`src/hc_pkg.sv`:
```
// Shared widths, register map, opcodes, bus structs and prefix-cell functions for the add/sub accelerator
`default_nettype none

package hc_pkg;

	localparam int DATA_W = 20;
	localparam int WB_DW = 32;
	localparam int WB_AW = 4;

	// Han-Carlson tree shape, one node per odd/even bit pair
	localparam int HC_NODES = DATA_W / 2;
	localparam int HC_STAGES = $clog2(HC_NODES) + 1;

	// Word indices, selected by adr[3:2]
	localparam logic [1:0] REG_OPA = 2'd0;
	localparam logic [1:0] REG_OPB = 2'd1;
	localparam logic [1:0] REG_CTRL = 2'd2;
	localparam logic [1:0] REG_RESULT = 2'd3;

	// Flag positions in the RESULT word
	localparam int RES_CARRY_BIT = 20;
	localparam int RES_ZERO_BIT = 21;
	localparam int RES_OVF_BIT = 22;
	localparam int RES_DONE_BIT = 23;

	typedef enum logic [1:0] {
		OP_ADD = 2'd0,
		OP_SUB = 2'd1,
		OP_ADC = 2'd2,
		OP_SBB = 2'd3
	} opcode_t;

	typedef struct packed {
		opcode_t op;
		logic [DATA_W-1:0] a;
		logic [DATA_W-1:0] b;
	} op_req_t;

	// Field order mirrors the RESULT word layout
	typedef struct packed {
		logic done;
		logic ovf;
		logic zero;
		logic carry;
		logic [DATA_W-1:0] sum;
	} op_rsp_t;

	function automatic logic grey_g(input logic g_hi, input logic p_hi, input logic g_lo);
		return g_hi | (p_hi & g_lo);
	endfunction

	function automatic logic black_g(input logic g_hi, input logic p_hi, input logic g_lo);
		return grey_g(g_hi, p_hi, g_lo);
	endfunction

	function automatic logic black_p(input logic p_hi, input logic p_lo);
		return p_hi & p_lo;
	endfunction

	// Reduced cells for the Ling first stage
	function automatic logic rgry_h(input logic g_hi, input logic g_lo);
		return g_hi | g_lo;
	endfunction

	function automatic logic rblk_h(input logic g_hi, input logic g_lo);
		return rgry_h(g_hi, g_lo);
	endfunction

	function automatic logic rblk_i(input logic p_hi, input logic p_lo);
		return p_hi & p_lo;
	endfunction

endpackage

`default_nettype wire

```
`src/addsub_unit.sv`:
```
// Add/subtract operation unit with registered result and status flags
`default_nettype none
`timescale 1ns/10ps

module addsub_unit
	import hc_pkg::*;
(
	input logic clk,
	input logic rst,
	input logic op_valid,
	input op_req_t op_req,
	output op_rsp_t op_rsp
);

	logic sub;
	logic cin;
	logic [DATA_W-1:0] b_in;
	logic [DATA_W-1:0] sum;
	logic cout;
	logic ovf;

	assign sub = (op_req.op == OP_SUB) || (op_req.op == OP_SBB);
	assign b_in = sub ? ~op_req.b : op_req.b;

	// Borrow is the inverse of the stored carry, so SBB also takes the carry
	always_comb begin
		case (op_req.op)
			OP_ADD: cin = 1'b0;
			OP_SUB: cin = 1'b1;
			default: cin = op_rsp.carry;
		endcase
	end

	ling_adder u_adder (
		.a(op_req.a),
		.b(b_in),
		.cin(cin),
		.sum(sum),
		.cout(cout)
	);

	// Same-sign inputs giving a different-sign sum
	assign ovf = (op_req.a[DATA_W-1] == b_in[DATA_W-1]) &&
		(sum[DATA_W-1] != op_req.a[DATA_W-1]);

	always_ff @(posedge clk) begin
		if (rst) begin
			op_rsp <= '0;
		end else if (op_valid) begin
			op_rsp.sum <= sum;
			op_rsp.carry <= cout;
			op_rsp.zero <= (sum == '0);
			op_rsp.ovf <= ovf;
			op_rsp.done <= 1'b1;
		end
	end

	a_valid_known: assert property (
		@(posedge clk) disable iff (rst)
		!$isunknown(op_valid)
	);

	// done is sticky until reset
	a_done_sticky: assert property (
		@(posedge clk) disable iff (rst)
		op_rsp.done |=> op_rsp.done
	);

endmodule

`default_nettype wire

```
`src/han_carlson_tree.sv`:
```
// Han-Carlson prefix tree computing Ling pseudo-carries and true carries
`default_nettype none
`timescale 1ns/10ps

module han_carlson_tree
	import hc_pkg::*;
(
	input logic [DATA_W:0] p,
	input logic [DATA_W:0] g,
	output logic [DATA_W-1:0] h,
	output logic [DATA_W-1:0] c
);

	// Node j covers tree index 2j+1, the odd positions of the {ab, cin} vector
	logic [HC_NODES-1:0] h_st [HC_STAGES];
	logic [HC_NODES-1:0] i_st [HC_STAGES];

	// First stage, pairs of adjacent bits
	for (genvar j = 0; j < HC_NODES; j++) begin : g_pre
		if (j == 0) begin : g_rgry
			assign h_st[0][j] = rgry_h(g[1], g[0]);
			// No group propagate below the carry-in
			assign i_st[0][j] = 1'b0;
		end else begin : g_rblk
			assign h_st[0][j] = rblk_h(g[2*j+1], g[2*j]);
			assign i_st[0][j] = rblk_i(p[2*j], p[2*j-1]);
		end
	end

	// Sparse tree, span doubles each stage
	for (genvar s = 1; s < HC_STAGES; s++) begin : g_stage
		for (genvar j = 0; j < HC_NODES; j++) begin : g_node
			if (j < (1 << (s - 1))) begin : g_pass
				assign h_st[s][j] = h_st[s-1][j];
				assign i_st[s][j] = i_st[s-1][j];
			end else if (j < (2 << (s - 1))) begin : g_grey
				// Partner already reaches position zero
				assign h_st[s][j] = grey_g(h_st[s-1][j], i_st[s-1][j],
					h_st[s-1][j-(1 << (s - 1))]);
				assign i_st[s][j] = i_st[s-1][j];
			end else begin : g_black
				assign h_st[s][j] = black_g(h_st[s-1][j], i_st[s-1][j],
					h_st[s-1][j-(1 << (s - 1))]);
				assign i_st[s][j] = black_p(i_st[s-1][j],
					i_st[s-1][j-(1 << (s - 1))]);
			end
		end
	end

	// Odd tree outputs direct, even positions from one extra grey row
	for (genvar j = 0; j < HC_NODES; j++) begin : g_out
		assign h[2*j] = h_st[HC_STAGES-1][j];
		assign h[2*j+1] = grey_g(g[2*j+2], p[2*j+1], h_st[HC_STAGES-1][j]);
	end

	// Carry into each bit from the previous propagate and pseudo-carry
	assign c[0] = g[0];
	for (genvar i = 1; i < DATA_W; i++) begin : g_carry
		assign c[i] = p[i] & h[i-1];
	end

endmodule

`default_nettype wire

```
`src/ling_adder.sv`:
```
// Ling-form parallel-prefix adder with carry in and carry out
`default_nettype none
`timescale 1ns/10ps

module ling_adder
	import hc_pkg::*;
(
	input logic [DATA_W-1:0] a,
	input logic [DATA_W-1:0] b,
	input logic cin,
	output logic [DATA_W-1:0] sum,
	output logic cout
);

	logic [DATA_W:0] p;
	logic [DATA_W:0] g;
	logic [DATA_W-1:0] h;
	logic [DATA_W-1:0] c;

	// Carry-in sits at position zero with a forced propagate
	assign p = {a | b, 1'b1};
	assign g = {a & b, cin};

	han_carlson_tree u_tree (
		.p(p),
		.g(g),
		.h(h),
		.c(c)
	);

	// Ling post-computation
	// when g is set the sum bit is just the incoming carry
	assign sum = (p[DATA_W:1] ^ h) | (g[DATA_W:1] & c);
	assign cout = p[DATA_W] & h[DATA_W-1];

endmodule

`default_nettype wire

```
`src/wb_addsub_regs.sv`:
```
// Wishbone classic register block holding operands and opcode, reading back the result
`default_nettype none
`timescale 1ns/10ps

module wb_addsub_regs
	import hc_pkg::*;
(
	input logic clk,
	input logic rst,
	input logic cyc,
	input logic stb,
	input logic we,
	input logic [WB_AW-1:0] adr,
	input logic [WB_DW-1:0] dat_w,
	output logic [WB_DW-1:0] dat_r,
	output logic ack,
	output op_req_t op_req,
	output logic op_valid,
	input op_rsp_t op_rsp
);

	logic [WB_AW-3:0] word;
	logic req;
	logic wr_en;
	logic [DATA_W-1:0] opa_q;
	logic [DATA_W-1:0] opb_q;
	opcode_t op_q;
	logic [WB_DW-1:0] rd_data;

	assign word = adr[WB_AW-1:2];

	// Request is ignored in the cycle its ack is out
	assign req = cyc && stb && !ack;
	assign wr_en = req && we;

	always_ff @(posedge clk) begin
		if (rst) begin
			ack <= 1'b0;
			op_valid <= 1'b0;
		end else begin
			ack <= req;
			op_valid <= wr_en && (word == REG_CTRL);
		end
	end

	always_ff @(posedge clk) begin
		if (rst) begin
			opa_q <= '0;
			opb_q <= '0;
			op_q <= OP_ADD;
		end else if (wr_en) begin
			case (word)
				REG_OPA: opa_q <= dat_w[DATA_W-1:0];
				REG_OPB: opb_q <= dat_w[DATA_W-1:0];
				REG_CTRL: op_q <= opcode_t'(dat_w[1:0]);
				default: ;
			endcase
		end
	end

	always_comb begin
		rd_data = '0;
		case (word)
			REG_OPA: rd_data[DATA_W-1:0] = opa_q;
			REG_OPB: rd_data[DATA_W-1:0] = opb_q;
			REG_CTRL: rd_data[1:0] = op_q;
			REG_RESULT: begin
				rd_data[DATA_W-1:0] = op_rsp.sum;
				rd_data[RES_CARRY_BIT] = op_rsp.carry;
				rd_data[RES_ZERO_BIT] = op_rsp.zero;
				rd_data[RES_OVF_BIT] = op_rsp.ovf;
				rd_data[RES_DONE_BIT] = op_rsp.done;
			end
			default: ;
		endcase
	end

	// Read data is captured with the ack
	always_ff @(posedge clk) begin
		if (req && !we) begin
			dat_r <= rd_data;
		end
	end

	assign op_req = '{op: op_q, a: opa_q, b: opb_q};

	a_ack_single: assert property (
		@(posedge clk) disable iff (rst)
		ack |=> !ack
	);

	a_ack_after_cyc: assert property (
		@(posedge clk) disable iff (rst)
		ack |-> $past(cyc)
	);

endmodule

`default_nettype wire

```
`src/wb_addsub_top.sv`:
```
// Top level of the Wishbone add/subtract accelerator
`default_nettype none
`timescale 1ns/10ps

module wb_addsub_top
	import hc_pkg::*;
(
	input logic clk,
	input logic rst,
	input logic cyc,
	input logic stb,
	input logic we,
	input logic [WB_AW-1:0] adr,
	input logic [WB_DW-1:0] dat_w,
	output logic [WB_DW-1:0] dat_r,
	output logic ack
);

	op_req_t op_req;
	logic op_valid;
	op_rsp_t op_rsp;

	wb_addsub_regs u_regs (
		.clk(clk),
		.rst(rst),
		.cyc(cyc),
		.stb(stb),
		.we(we),
		.adr(adr),
		.dat_w(dat_w),
		.dat_r(dat_r),
		.ack(ack),
		.op_req(op_req),
		.op_valid(op_valid),
		.op_rsp(op_rsp)
	);

	addsub_unit u_unit (
		.clk(clk),
		.rst(rst),
		.op_valid(op_valid),
		.op_req(op_req),
		.op_rsp(op_rsp)
	);

endmodule

`default_nettype wire

```
`config.mk`:
```
export PLATFORM = sky130hd
export DESIGN_NAME = wb_addsub_top
export DESIGN_NICKNAME = d
export VERILOG_FILES = /design/src/hc_pkg.sv /design/src/addsub_unit.sv /design/src/han_carlson_tree.sv /design/src/ling_adder.sv /design/src/wb_addsub_regs.sv /design/src/wb_addsub_top.sv
export SDC_FILE = /design/constraint.sdc
export NUM_CORES = 1
export LEC_CHECK = 0
export BUFFER_PORTS_ARGS = -buffer_cell sky130_fd_sc_hd__buf_4
export CORE_ASPECT_RATIO = 1.1
export CORE_UTILIZATION = 62
export DETAILED_ROUTE_END_ITERATION = 12
export GPL_TIMING_DRIVEN = 0
export HOLD_SLACK_MARGIN = 0.15
export PLACE_DENSITY = 0.95
export SLEW_MARGIN = 40
export SYNTH_ARGS = -nofsm -noshare
export SYNTH_HDL_FRONTEND = slang
export SYNTH_SLANG_ARGS = --single-unit
export TNS_END_PERCENT = 10
```
`constraint.sdc`:
```
create_clock -name clk -period 7.9 [get_ports clk]
set_input_delay 1.975 -clock clk [delete_from_list [all_inputs] [get_ports clk]]
set_output_delay 1.975 -clock clk [all_outputs]
set_load 0.02 [all_outputs]
```
Word level (Yosys, flattened, before mapping):

Index checks and enable logic that the tools add are counted.
W data, S select, Z words.

* bits in registers: 92
* output and inout bits: 33

* bitwise logic cells: 121
* equality and inequality tests: 7
* reductions and logical operators: 15
* multiplexer cells: 4

Operators with widths (count)
* $and A1 B1 Y1: 70
* $pmux W18 S3: 1
* $or A1 B1 Y1: 45
* $and A20 B20 Y20: 2
* $or A20 B20 Y20: 2
* $logic_not A20 Y1: 1
* $mux W20: 1
* $not A20 Y20: 1
* $xor A20 B20 Y20: 1
* $pmux W2 S4: 1
* $eq A2 B2 Y1 const B: 3
* $logic_and A1 B1 Y1: 6
* $reduce_and A2 Y1: 3
* $eq A2 B1 Y1 const B: 2
* $logic_not A2 Y1: 2
* $logic_not A1 Y1: 2
* $pmux W1 S2: 1
* $eq A1 B1 Y1: 1
* $logic_or A1 B1 Y1: 1
* $ne A1 B1 Y1: 1

Depth between registers and ports, before layout:

Gate-level depths: netlist of the first run.

* depth in word-level cells: 19
* depth in mapped cells: 19

By module:

A second synthesis of the first run with hierarchy kept.

* cells, all modules: 611
* area, all modules: 5587.9 um^2

By module, submodules not included
* wb_addsub_regs: area an instance 3080.5 um^2, sequential area each 1601.5 um^2, times used 1, cells an instance 272
* addsub_unit: area an instance 1097.3 um^2, sequential area each 480.5 um^2, times used 1, cells an instance 110
* ling_adder: area an instance 847.1 um^2, sequential area each 0.0 um^2, times used 1, cells an instance 138
* han_carlson_tree: area an instance 563.0 um^2, sequential area each 0.0 um^2, times used 1, cells an instance 91

Worst setup path after synthesis of the first run:

OpenSTA, ideal clock, no wires.

* path type: reg-to-reg
* from: register u_regs.op_q[0]
* to: register, netlist name u_unit.op_rsp[21]
* library setup time: 70 ps
* cell stages (with the launch flop): 18
* slack: 4184 ps
* clock period less this slack: 3716 ps
* arrival: 3645 ps
* required time: 7830 ps
* buffers on the path: 1
* cell sequence: dfxtp_1 > buf_4 > and3b_1 > a211o_1 > a221oi_2 > nor2_1 > a221o_1 > a31o_1 > a31oi_1 > a31oi_1 > a2111o_1 > ha_1 > fa_1 > nor4_1 > nand4_1 > nor2_1 > nand4_1 > a21oi_1

* elaborated cells between the ends (all ways): 126
* classes of those cells: eq/ne (2); mux (2); bitwise (119); reduce/logical (3)

RTL lines
* start: declaration: RTL line wb_addsub_regs.sv:27 `opcode_t op_q;`
* start signal: assignment: RTL line wb_addsub_regs.sv:55 `REG_CTRL: op_q <= opcode_t'(dat_w[1:0]);`
* $eq A2 B1 Y1 / $eq A2 B2 Y1 (equally long branches): RTL line addsub_unit.sv:22, addsub_unit.sv:27
* $logic_or A1 B1 Y1: RTL line addsub_unit.sv:22 `assign sub = (op_req.op == OP_SUB) || (op_req.op == OP_SBB);`
* $mux W20: RTL line addsub_unit.sv:23 `assign b_in = sub ? ~op_req.b : op_req.b;`
* $or A20 B20 Y20 / $and A20 B20 Y20 (equally long branches): RTL line ling_adder.sv:21, ling_adder.sv:22
* $and A1 B1 Y1 / $or A1 B1 Y1 (equally long branches): RTL line hc_pkg.sv:70, hc_pkg.sv:62
* $and A1 B1 Y1: RTL line hc_pkg.sv:49 `return g_hi | (p_hi & g_lo);`
* $or A1 B1 Y1: RTL line hc_pkg.sv:49
* $and A1 B1 Y1: RTL line hc_pkg.sv:49
* $or A1 B1 Y1: RTL line hc_pkg.sv:49
* $and A1 B1 Y1: RTL line hc_pkg.sv:49
* $or A1 B1 Y1 (2 in series): RTL line hc_pkg.sv:49
* $and A1 B1 Y1: RTL line hc_pkg.sv:49, han_carlson_tree.sv:59
* $or A1 B1 Y1: RTL line hc_pkg.sv:49
* $xor A20 B20 Y20: RTL line ling_adder.sv:33 `assign sum = (p[DATA_W:1] ^ h) | (g[DATA_W:1] & c);`
* $or A20 B20 Y20 *: RTL line ling_adder.sv:33
* net u_unit.sum[19]: RTL line addsub_unit.sv:18 `logic [DATA_W-1:0] sum;`
* $logic_not A20 Y1 *: RTL line addsub_unit.sv:52 `op_rsp.zero <= (sum == '0);`

The timed path passes the listed nets; every way through them passes the cells marked *.
A chain may end at the register's enable or synchronous reset.

Worst setup path in the final report of the first run:

* from: register u_regs.op_q[0]
* to: register, netlist name u_unit.op_rsp[21]

* elaborated cells between the ends (all ways): 126
* classes of those cells: eq/ne (2); mux (2); bitwise (119); reduce/logical (3)

RTL lines (RTL line)
* $eq A2 B1 Y1 / $eq A2 B2 Y1 (equally long branches): addsub_unit.sv:22, addsub_unit.sv:27
* $logic_or A1 B1 Y1: addsub_unit.sv:22
* $mux W20: addsub_unit.sv:23
* $or A20 B20 Y20 / $and A20 B20 Y20 (equally long branches): ling_adder.sv:21, ling_adder.sv:22
* $and A1 B1 Y1 / $or A1 B1 Y1 (equally long branches): hc_pkg.sv:70, hc_pkg.sv:62
* $and A1 B1 Y1: hc_pkg.sv:49
* $or A1 B1 Y1: hc_pkg.sv:49
* $and A1 B1 Y1: hc_pkg.sv:49
* $or A1 B1 Y1: hc_pkg.sv:49
* $and A1 B1 Y1: hc_pkg.sv:49
* $or A1 B1 Y1 (2 in series): hc_pkg.sv:49
* $and A1 B1 Y1: hc_pkg.sv:49, han_carlson_tree.sv:59
* $or A1 B1 Y1: hc_pkg.sv:49
* $xor A20 B20 Y20: ling_adder.sv:33
* $or A20 B20 Y20 *: ling_adder.sv:33
* net u_unit.sum[19]: addsub_unit.sv:18
* $logic_not A20 Y1 *: addsub_unit.sv:52

Marked as above.

==> results of run 1 <==
==> cells by family after synthesis <==
group,Yosys count,synth area share [%]
AND/OR/NAND/NOR,201,17.9
AO/OA/AOI/OAI,124,15.8
flip-flops,92,42.7
buffers and inverters,65,5.74
multiplexers,29,6.46
XOR/XNOR,24,4.31
adder cells (fa/ha/maj),21,7.08
other,1,0.0768
==> final cells by class <==
class	count	area [um^2]
clock buffers	10	138
repair buffers	51	390
clock inverters	6	63.8
flip-flops and latches	92	2080
inverters	22	82.6
plain buffers	43	198
well taps	105	131
multi-input cells	407	2550
fillers	541	1920
==> worst register-to-register path, stage by stage (launching register included) <==
cell       delay [ns]
dfxtp_1          0.34
buf_4            0.20
inv_1            0.16
a221oi_1         0.24
o2bb2ai_1        0.15
a22oi_1          0.37
o31ai_2          0.19
a31o_1           0.32
a31oi_1          0.20
a31oi_1          0.11
a2111o_1         0.35
ha_1             0.22
fa_1             0.51
nor4_1           0.32
nand4_1          0.16
nor2_1           0.13
nand4_1          0.09
a21oi_1          0.18
==> flip-flops by register name, summed over array words and instances, names as in the netlist <==
register	count
u_regs.opa_q	20
u_regs.op_valid	1
u_regs.ack	1
u_unit.op_rsp	24
u_regs.opb_q	20
u_regs.dat_r	24
u_regs.op_q	2
==> power by group through the flow <==
stage               logic (mW)  clock network (mW)  registers [mW]
finish                  0.0775               0.317           0.494
floorplan               0.0419                   0           0.507
global placement        0.0723                   0           0.504
global route            0.0828               0.334           0.495
CTS                     0.0760               0.317           0.494
detailed placement      0.0753                   0           0.505
==> final timing paths <==
kind	cells past startpoint	startpoint	slack [ns]	end
worst max-delay path	17	u_regs.op_q[0]	3.57	u_unit.op_rsp[21]
worst min-delay path	2	u_unit.op_rsp[23]	0.49	u_unit.op_rsp[23]
worst max register to register	17	u_regs.op_q[0]	3.57	u_unit.op_rsp[21]
worst min register to register	2	u_unit.op_rsp[23]	0.49	u_unit.op_rsp[23]
==> per-layer routing <==
layer | wire (um) | up-vias
met4 | 517 | 0
met1 | 4890 | 2014
met2 | 6000 | 266
met5 | 0 | -
met3 | 996 | 45
li1 | - | 2036
==> metrics by stage <==
step / hold slack [ns] / std cells / util (%)
after floorplan: 0.427 / 564 / -
after global placement: 0.436 / 719 / 71.7
after detailed placement: 0.466 / 720 / 71.9
after CTS: 0.485 / 736 / 74.6
after global routing: 0.511 / 736 / 74.6
final: 0.488 / 736 / 74.6
==> placed cells by master (no fill, tap or decap), types with 11 or more instances in the layout <==
master	instances
a211oi_1	15
a21oi_1	50
buf_4	59
clkbuf_1	28
dfxtp_1	68
edfxtp_1	24
fa_1	11
inv_1	22
mux2i_1	27
nand2_1	112
nor2_1	44
o21ai_0	25
xor2_1	16
==> impl_metrics.yaml, run 1 <==
timing:
  fmax_ghz: 0.231
  rsz0062_at_grt: "false"
  finalClockSkew_ns: 0.0104
  fin_crit_ns: 4.33
  tns_ns: 0
  timing.final.crit_share_pct: 54.8
  worst_pin_slew_ns: 0.737
  slew_headroom_pct: 50.9
  fin_ws_ns: 3.57
  hold_violations: 0
  drv_slew: 0
  setup_violations: 0
logic_synthesis:
  ys.flop_type: "dfxtp_1"
  syn_area_per_cell_um2: 8.76
  ys_seq_area_share_pct: 42.7
  synthTopCellsByCount: "nand2_1, dfxtp_1, a21oi_1, nor2_1, clkbuf_1"
  yosys.area.top_type_share_pct: 27.9
  ys_top_cells_by_area: "dfxtp_1, edfxtp_1, nand2_1, mux2i_1, a21oi_1"
  synth-async-reset-ratio_pct: 0
  netlist-cell-type-count: 54
  syn_area_um2: 4880
  yosys_warnings: 0
  synth_edf_count: 24
  yosysTopAreaCell: "dfxtp_1"
  syn_inst: 557
  yosysMostFrequentCell: "nand2_1"
  ys_ff_latch: 92
clock_network:
  cts_setup_buffers: 0
  cts_tree: "yes"
  cts_max_level: 3
  cts-root-buf: "clkbuf_8"
  numClockSinks: 92
  ctsHoldBuffers: 0
  cts_buffer_depth: 2
  clkSlewWorstSetupHoldPaths_ns: 0.09
  ctsResizeCount: 0
  cts_made_buffers: 9
  clk_latency_ns: 0.37
worst_setup_path:
  max_stage_delay_ns: 0.50
  cp_top_family: "compound AO/OA/AOI/OAI gates"
  slowest_stage: "fa_1"
  end_kind: "register"
  critical_path_arrival_ns: 4.62
  cp-start-kind: "register"
  critical_path_buf_inv_count: 2
  path_class: "register to register"
  cp_cell_sequence: "buf_4 > inv_1 > a221oi_1 > o2bb2ai_1 > a22oi_1 > o31ai_2 > a31o_1 > a31oi_1 > a31oi_1 > a2111o_1 > ha_1 > fa_1 > nor4_1 > nand4_1 > nor2_1 > nand4_1 > a21oi_1"
  cp_max_fo: 10
  worstPathRequired_ns: 8.19
power_and_ir_drop:
  p_switching_mw: 0.216
  leakagePower_nw: 2.21
  p_seq_share_pct: 55.6
  powerDensity_nw_per_um2: 158
  pwr-share-clk_pct: 35.7
  power_frac_comb_pct: 8.7
  switching_share_pct: 24.3
  ir_worst_vdd_uv: 96.7
  power_mw: 0.888
  internal_power_mw: 0.673
floorplanning:
  die_h_um: 95.1
  core-area_um2: 7560
  die_x_um: 86.6
  initial_core_util_pct: 64.6
  std_cell_rows: 33
  pin_count: 74
  fp.dieArea_um2: 8230
placement:
  hpwl_um: 9060
  io_buffers: 50
  placed_area_um2: 5440
  dp_worst_setup_slack_ns: 3.67
  gp_congestion: 0.897
finish:
  nets: 688
  drive_gt1_share_pct: 14.3
  n_antenna_cell: 0
  final_cell_area_um2: 5640
  syn_to_final_growth_pct: 15.5
global_route:
  grtUsageMet2_pct: 53.0
  grt_overflow: 0
  grt_pass1_vias: 4097
  grt_max_degree: 25
  grt.total_usage_pct: 31.3
  grt_pass1_wl_um: 19300
  gr-max-usage-layer: "met2"
  gr-usage-met3_pct: 4.59
  grt.met1_usage_pct: 38.0
  antenna_found_initial: 0
routing:
  drcViolationCount: 0
  drt_wl_total_um: 12400
  dr.first_iter.drc_count: 295
  drtPass1Iterations: 4
  vias: 4361
  ant_nets: 0
  wl_per_cell_um: 16.9
  routed_via_density: 5.93
run:
  drv_cap: 0
outcome:
  outcome: "finished, final reports clean"
hold_path:
  worstHoldPathType: "register to register"
Power figures use the tool's default switching activity.
==> run 2: changes to the inputs <==
--- a/config.mk
+++ b/config.mk
@@ -7,11 +7,11 @@
 export LEC_CHECK = 0
 export BUFFER_PORTS_ARGS = -buffer_cell sky130_fd_sc_hd__buf_4
 export CORE_ASPECT_RATIO = 1.1
-export CORE_UTILIZATION = 62
+export CORE_UTILIZATION = 57
 export DETAILED_ROUTE_END_ITERATION = 12
 export GPL_TIMING_DRIVEN = 0
 export HOLD_SLACK_MARGIN = 0.15
-export PLACE_DENSITY = 0.95
+export PLACE_DENSITY = 0.9
 export SLEW_MARGIN = 40
 export SYNTH_ARGS = -nofsm -noshare
 export SYNTH_HDL_FRONTEND = slang
==> constraint.sdc (replaced) <==
create_clock -name clk -period 4.3 [get_ports clk]
set_input_delay 1.075 -clock clk [delete_from_list [all_inputs] [get_ports clk]]
set_output_delay 1.075 -clock clk [all_outputs]
set_load 0.02 [all_outputs]
==> run 2 against run 1 <==
Combinational power grew 85%. Sequential share of layout area shrank 0.24 points. Count of clock-buffer cells in the layout is the same. Critical endpoint unchanged. Utilization shrank 6.4 points. Routed wire length shrank 4.4%. Clock power grew 79%.
==> impl_metrics.yaml, run 2 (same netlist as run 1, synthesis figures left out) <==
outcome:
  outcome: "finished, final reports clean"
global_route:
  grt_max_degree: 22
  grt_pass1_wl_um: 19500
  grt.total_usage_pct: 27.9
  antenna_found_initial: 0
  grt_pass1_vias: 4082
  grt_overflow: 0
timing:
  drv_slew: 0
  fin_ws_ns: 0.233
  hold_violations: 0
  fin_crit_ns: 4.07
  timing.final.crit_share_pct: 94.6
  worst_pin_slew_ns: 0.770
  finalClockSkew_ns: 0.0131
  slew_headroom_pct: 48.7
  setup_violations: 0
  tns_ns: 0
  holdWs_ns: 0.474
  fmax_ghz: 0.246
finish:
  drive_gt1_share_pct: 14.9
  layout_commonest_cell: "nand2_1"
  syn_to_final_growth_pct: 16.3
  largest_registers: "u_regs.dat_r x24, u_unit.op_rsp x24"
  regArea_um2: 2080
  nets: 687
  final_cell_mix: "nand2_1, dfxtp_1, buf_4, a21oi_1, nor2_1"
  fin_cells: 741
  nFillCells: 675
  n_antenna_cell: 0
  multiInputGateArea_um2: 2590
placement:
  gp_congestion: 0.927
  hpwl_um: 9040
  dp_worst_setup_slack_ns: 0.136
  io_buffers: 50
  dp.cells: 726
hold_path:
  whs_path_depth: 2
  min_to: "u_unit.op_rsp[23]"
  hold_start: "u_unit.op_rsp[23]"
  worstHoldPathType: "register to register"
clock_network:
  clkSlewWorstSetupHoldPaths_ns: 0.08
  cts_tree: "yes"
  numClockSinks: 92
  cts-root-buf: "clkbuf_8"
  cts_made_buffers: 9
  cts_max_level: 3
  cts_setup_buffers: 0
  cts_buffer_depth: 2
  clk_latency_ns: 0.37
worst_setup_path:
  cp_cell_sequence: "buf_6 > and3b_1 > a211o_1 > a221oi_2 > nor2_1 > a221o_1 > a31o_1 > a31oi_1 > a31oi_1 > a2111o_1 > ha_1 > fa_1 > nor4_2 > nand4_1 > nor2_1 > nand4_1 > a21oi_1"
  slowest_stage: "fa_1"
  max_stage_delay_ns: 0.52
  worstPathRequired_ns: 4.59
  path_class: "register to register"
  critical_path_arrival_ns: 4.36
  cp_max_fo: 10
  reg2reg_from: "u_regs.op_q[0]"
  end_kind: "register"
  r2r_end: "u_unit.op_rsp[21]"
  r2r_setup_slack_ns: 0.23
  reg2regPathDepth: 17
  cp-start-kind: "register"
floorplanning:
  die_x_um: 90.2
  std_cell_rows: 35
  fp.dieArea_um2: 8940
  core-area_um2: 8320
  pin_count: 74
  die_h_um: 99.1
  initial_core_util_pct: 58.7
routing:
  wl_per_cell_um: 16.0
  vias: 4230
  drt_wl_total_um: 11900
  ant_nets: 0
  drcViolationCount: 0
  routed_via_density: 5.71
  dr.first_iter.drc_count: 317
  drtPass1Iterations: 6
power_and_ir_drop:
  ir_worst_vdd_uv: 200
  leakagePower_nw: 2.22
  powerDensity_nw_per_um2: 285
run:
  drv_cap: 0
==> run 2: final cells by class <==
type                       count  area share (%)
tap                          111            2.45
inverter                      22            1.46
clock inverter                 6            1.15
buffer                        42            3.53
sequential                    92            36.7
timing repair buffer          51            6.88
multi-input combinational    407            45.6
clock buffer                  10            2.25
==> run 2: metal layers <==
layer / vias up / part of all wire, % / GRT usage [%]
met1: 1942 / 41 / 33.5
met2: 205 / 47 / 47.8
li1: 2044 / - / -
met4: 0 / 3.8 / 14.4
met5: - / 0 / 0
met3: 39 / 7.9 / 5.32
==> run 2: critical path, delay by kind of cell (launching register included) <==
| kind | cells | cell delay, ns |
|---|---|---|
| buf+inv | 1 | 0.16 |
| simple gates | 6 | 0.90 |
| compound gates | 8 | 1.86 |
| fa+ha+maj | 2 | 0.72 |
| flops | 1 | 0.35 |
==> run 2: repair_timing <==
item,CTS,global route
hold endpoints to repair,0,0
resized for setup,0,8
hold buffers,0,0
setup endpoints to repair,0,1
==> run 2: report_power, final <==
part	leakage [nW]	switching (mW)	total, mW	internal, mW
Combinational	1.35	0.0865	0.143	0.0568
Clock	0.0962	0.297	0.566	0.269
Sequential	0.773	0.0101	0.907	0.897
==> run 2: worst max-delay path by stage <==
stage	start	endpoint	slack, ns	cells past startpoint
after floorplan	u_regs.op_q[0]	u_unit.op_rsp[21]	0.58	17
after global placement	u_regs.op_q[0]	u_unit.op_rsp[21]	0.25	17
after detailed placement	u_regs.op_q[0]	u_unit.op_rsp[21]	0.14	16
after CTS	u_regs.op_q[0]	u_unit.op_rsp[21]	0.10	17
after global routing	u_regs.op_q[0]	u_unit.op_rsp[21]	-0.01	19
final	u_regs.op_q[0]	u_unit.op_rsp[21]	0.23	17
==> run 2: metrics by stage <==
step	util [%]	total power [mW]	area (um^2)
2_1_floorplan	-	1.01	4910
3_3_place_gp	65.2	1.06	5420
3_5_place_dp	65.4	1.07	5440
4_1_cts	67.7	1.61	5640
5_1_grt	68.2	1.66	5680
6_report	68.2	1.62	5680
==> run 3: changes to the inputs <==
--- a/config.mk
+++ b/config.mk
@@ -11,7 +11,7 @@
 export DETAILED_ROUTE_END_ITERATION = 12
 export GPL_TIMING_DRIVEN = 0
 export HOLD_SLACK_MARGIN = 0.15
-export PLACE_DENSITY = 0.9
+export PLACE_DENSITY_LB_ADDON = 0.05
 export SLEW_MARGIN = 40
 export SYNTH_ARGS = -nofsm -noshare
 export SYNTH_HDL_FRONTEND = slang
==> run 3 against run 2 <==
Count of clock-buffer cells in the layout stayed put. Utilization is 0.23 points lower. Worst setup slack worse by 0.0037 ns. Clock power is 3% higher. Clock skew is 0.0044 ns lower. Sequential cell count stayed put. First-iteration DRC count is 33% lower. Combinational power hardly changed. Final cell count is 0.13% higher. Maximum frequency hardly changed. Critical path type unchanged. Critical endpoint unchanged. Largest power group unchanged.
==> impl_metrics.yaml, run 3 (same netlist as run 1, synthesis figures left out) <==
clock_network:
  clk_latency_ns: 0.36
  cts_made_buffers: 9
  cts_tree: "yes"
  ctsHoldBuffers: 0
  cts_buffer_depth: 2
  cts-root-buf: "clkbuf_8"
  numClockSinks: 92
  clkSlewWorstSetupHoldPaths_ns: 0.09
  cts_max_level: 3
finish:
  syn_to_final_growth_pct: 15.9
  drive_gt1_share_pct: 14.4
  layout_commonest_cell: "nand2_1"
  final_util_pct: 68.0
  n_antenna_cell: 0
  nets: 688
  nFillCells: 718
  largest_registers: "u_regs.dat_r x24, u_unit.op_rsp x24"
  final_cell_mix: "nand2_1, dfxtp_1, buf_4, a21oi_1, nor2_1"
floorplanning:
  fp.dieArea_um2: 8940
  pin_count: 74
  die_x_um: 90.2
  die_h_um: 99.1
  std_cell_rows: 35
  initial_core_util_pct: 58.7
  core-area_um2: 8320
timing:
  fin_crit_ns: 4.07
  finalClockSkew_ns: 0.00872
  tns_ns: 0
  timing.final.crit_share_pct: 94.7
  worst_pin_slew_ns: 0.763
  setup_violations: 0
  slew_headroom_pct: 49.1
  hold_violations: 0
  drv_slew: 0
  fmax_ghz: 0.246
global_route:
  grt_pass1_vias: 3615
  grt_max_degree: 18
  antenna_found_initial: 0
  grt_pass1_wl_um: 17600
  grt.total_usage_pct: 25.7
  grt_overflow: 0
placement:
  hpwl_um: 8620
  gp_congestion: 0.852
  io_buffers: 50
run:
  drv_cap: 0
worst_setup_path:
  critical_path_arrival_ns: 4.37
  critical_path_buf_inv_count: 1
  cp_cell_sequence: "buf_4 > and3b_1 > a211o_1 > a221oi_2 > nor2_1 > a221o_1 > a31o_1 > a31oi_1 > a31oi_1 > a2111o_1 > ha_1 > fa_1 > nor4_2 > nand4_1 > nor2_1 > nand4_1 > a21oi_1"
  path_class: "register to register"
  cp-start-kind: "register"
  end_kind: "register"
  max_stage_delay_ns: 0.51
  worstPathRequired_ns: 4.59
  slowest_stage: "fa_1"
  cp_max_fo: 10
  cp_top_family: "compound AO/OA/AOI/OAI gates"
routing:
  wl_per_cell_um: 15.1
  drt_wl_total_um: 11200
  vias: 4071
  ant_nets: 0
  dr.first_iter.drc_count: 211
  drtPass1Iterations: 5
  drcViolationCount: 0
  routed_via_density: 5.49
hold_path:
  worstHoldPathType: "register to register"
power_and_ir_drop:
  powerDensity_nw_per_um2: 289
  ir_worst_vdd_uv: 205
  leakagePower_nw: 2.22
outcome:
  outcome: "finished, final reports clean"
run 3: final cells by class:
cell class                 instances  area [um^2]  area share (%)
timing repair buffer              51          390            6.90
sequential                        92         2080            36.8
buffer                            43          198            3.49
tap                              111          139            2.46
inverter                          22         82.6            1.46
clock buffer                      10          138            2.43
clock inverter                     6         63.8            1.13
multi-input combinational        407         2560            45.3
run 3: what timing repair did:
action,CTS,global route
setup buffers,0,0
endpoints found under the setup margin,0,1
resized for setup,0,2
run 3: worst register-to-register path, delay by kind of cell (launching register included):
family                     cells  cell delay (ns)
AOI/OAI and AO/OA              8             1.90
and+or+nand+nor                6             0.85
adders and majority gates      2             0.72
DFF                            1             0.33
buffers and inverters          1             0.20
run 3: per-stage QoR:
step / instance area, um^2 / instances / hold slack (ns) / total power [mW] / setup WS, ns
floorplan: 4910 / 564 / 0.427 / 1.01 / 0.584
global placement: 5420 / 725 / 0.439 / 1.06 / 0.220
detailed placement: 5440 / 726 / 0.461 / 1.07 / 0.132
CTS: 5650 / 742 / 0.474 / 1.63 / 0.0717
global route: 5660 / 742 / 0.493 / 1.68 / -0.0370
finish: 5660 / 742 / 0.478 / 1.63 / 0.229
run 3: power breakdown:
group / switching, mW / internal [mW] / total (mW) / leakage (nW)
Combinational: 0.0854 / 0.0565 / 0.142 / 1.34
Clock: 0.302 / 0.283 / 0.585 / 0.0999
Sequential: 0.00946 / 0.897 / 0.907 / 0.773
run 3: final timing paths:
check	startpoint	to	slack (ns)	depth (start not counted)
worst min register to register	u_unit.op_rsp[21]	u_unit.op_rsp[21]	0.48	2
worst min-delay path	u_unit.op_rsp[21]	u_unit.op_rsp[21]	0.48	2
worst max register to register	u_regs.op_q[0]	u_unit.op_rsp[21]	0.23	17
worst max-delay path	u_regs.op_q[0]	u_unit.op_rsp[21]	0.23	17
run 3: per-layer routing:
metal	GRT usage, %	share of wire [%]	vias to the layer above
li1	-	-	2043
met2	42.0	46	134
met1	34.1	45	1871
met3	5.02	6.5	23
met4	9.43	2.2	0
met5	0	0	-
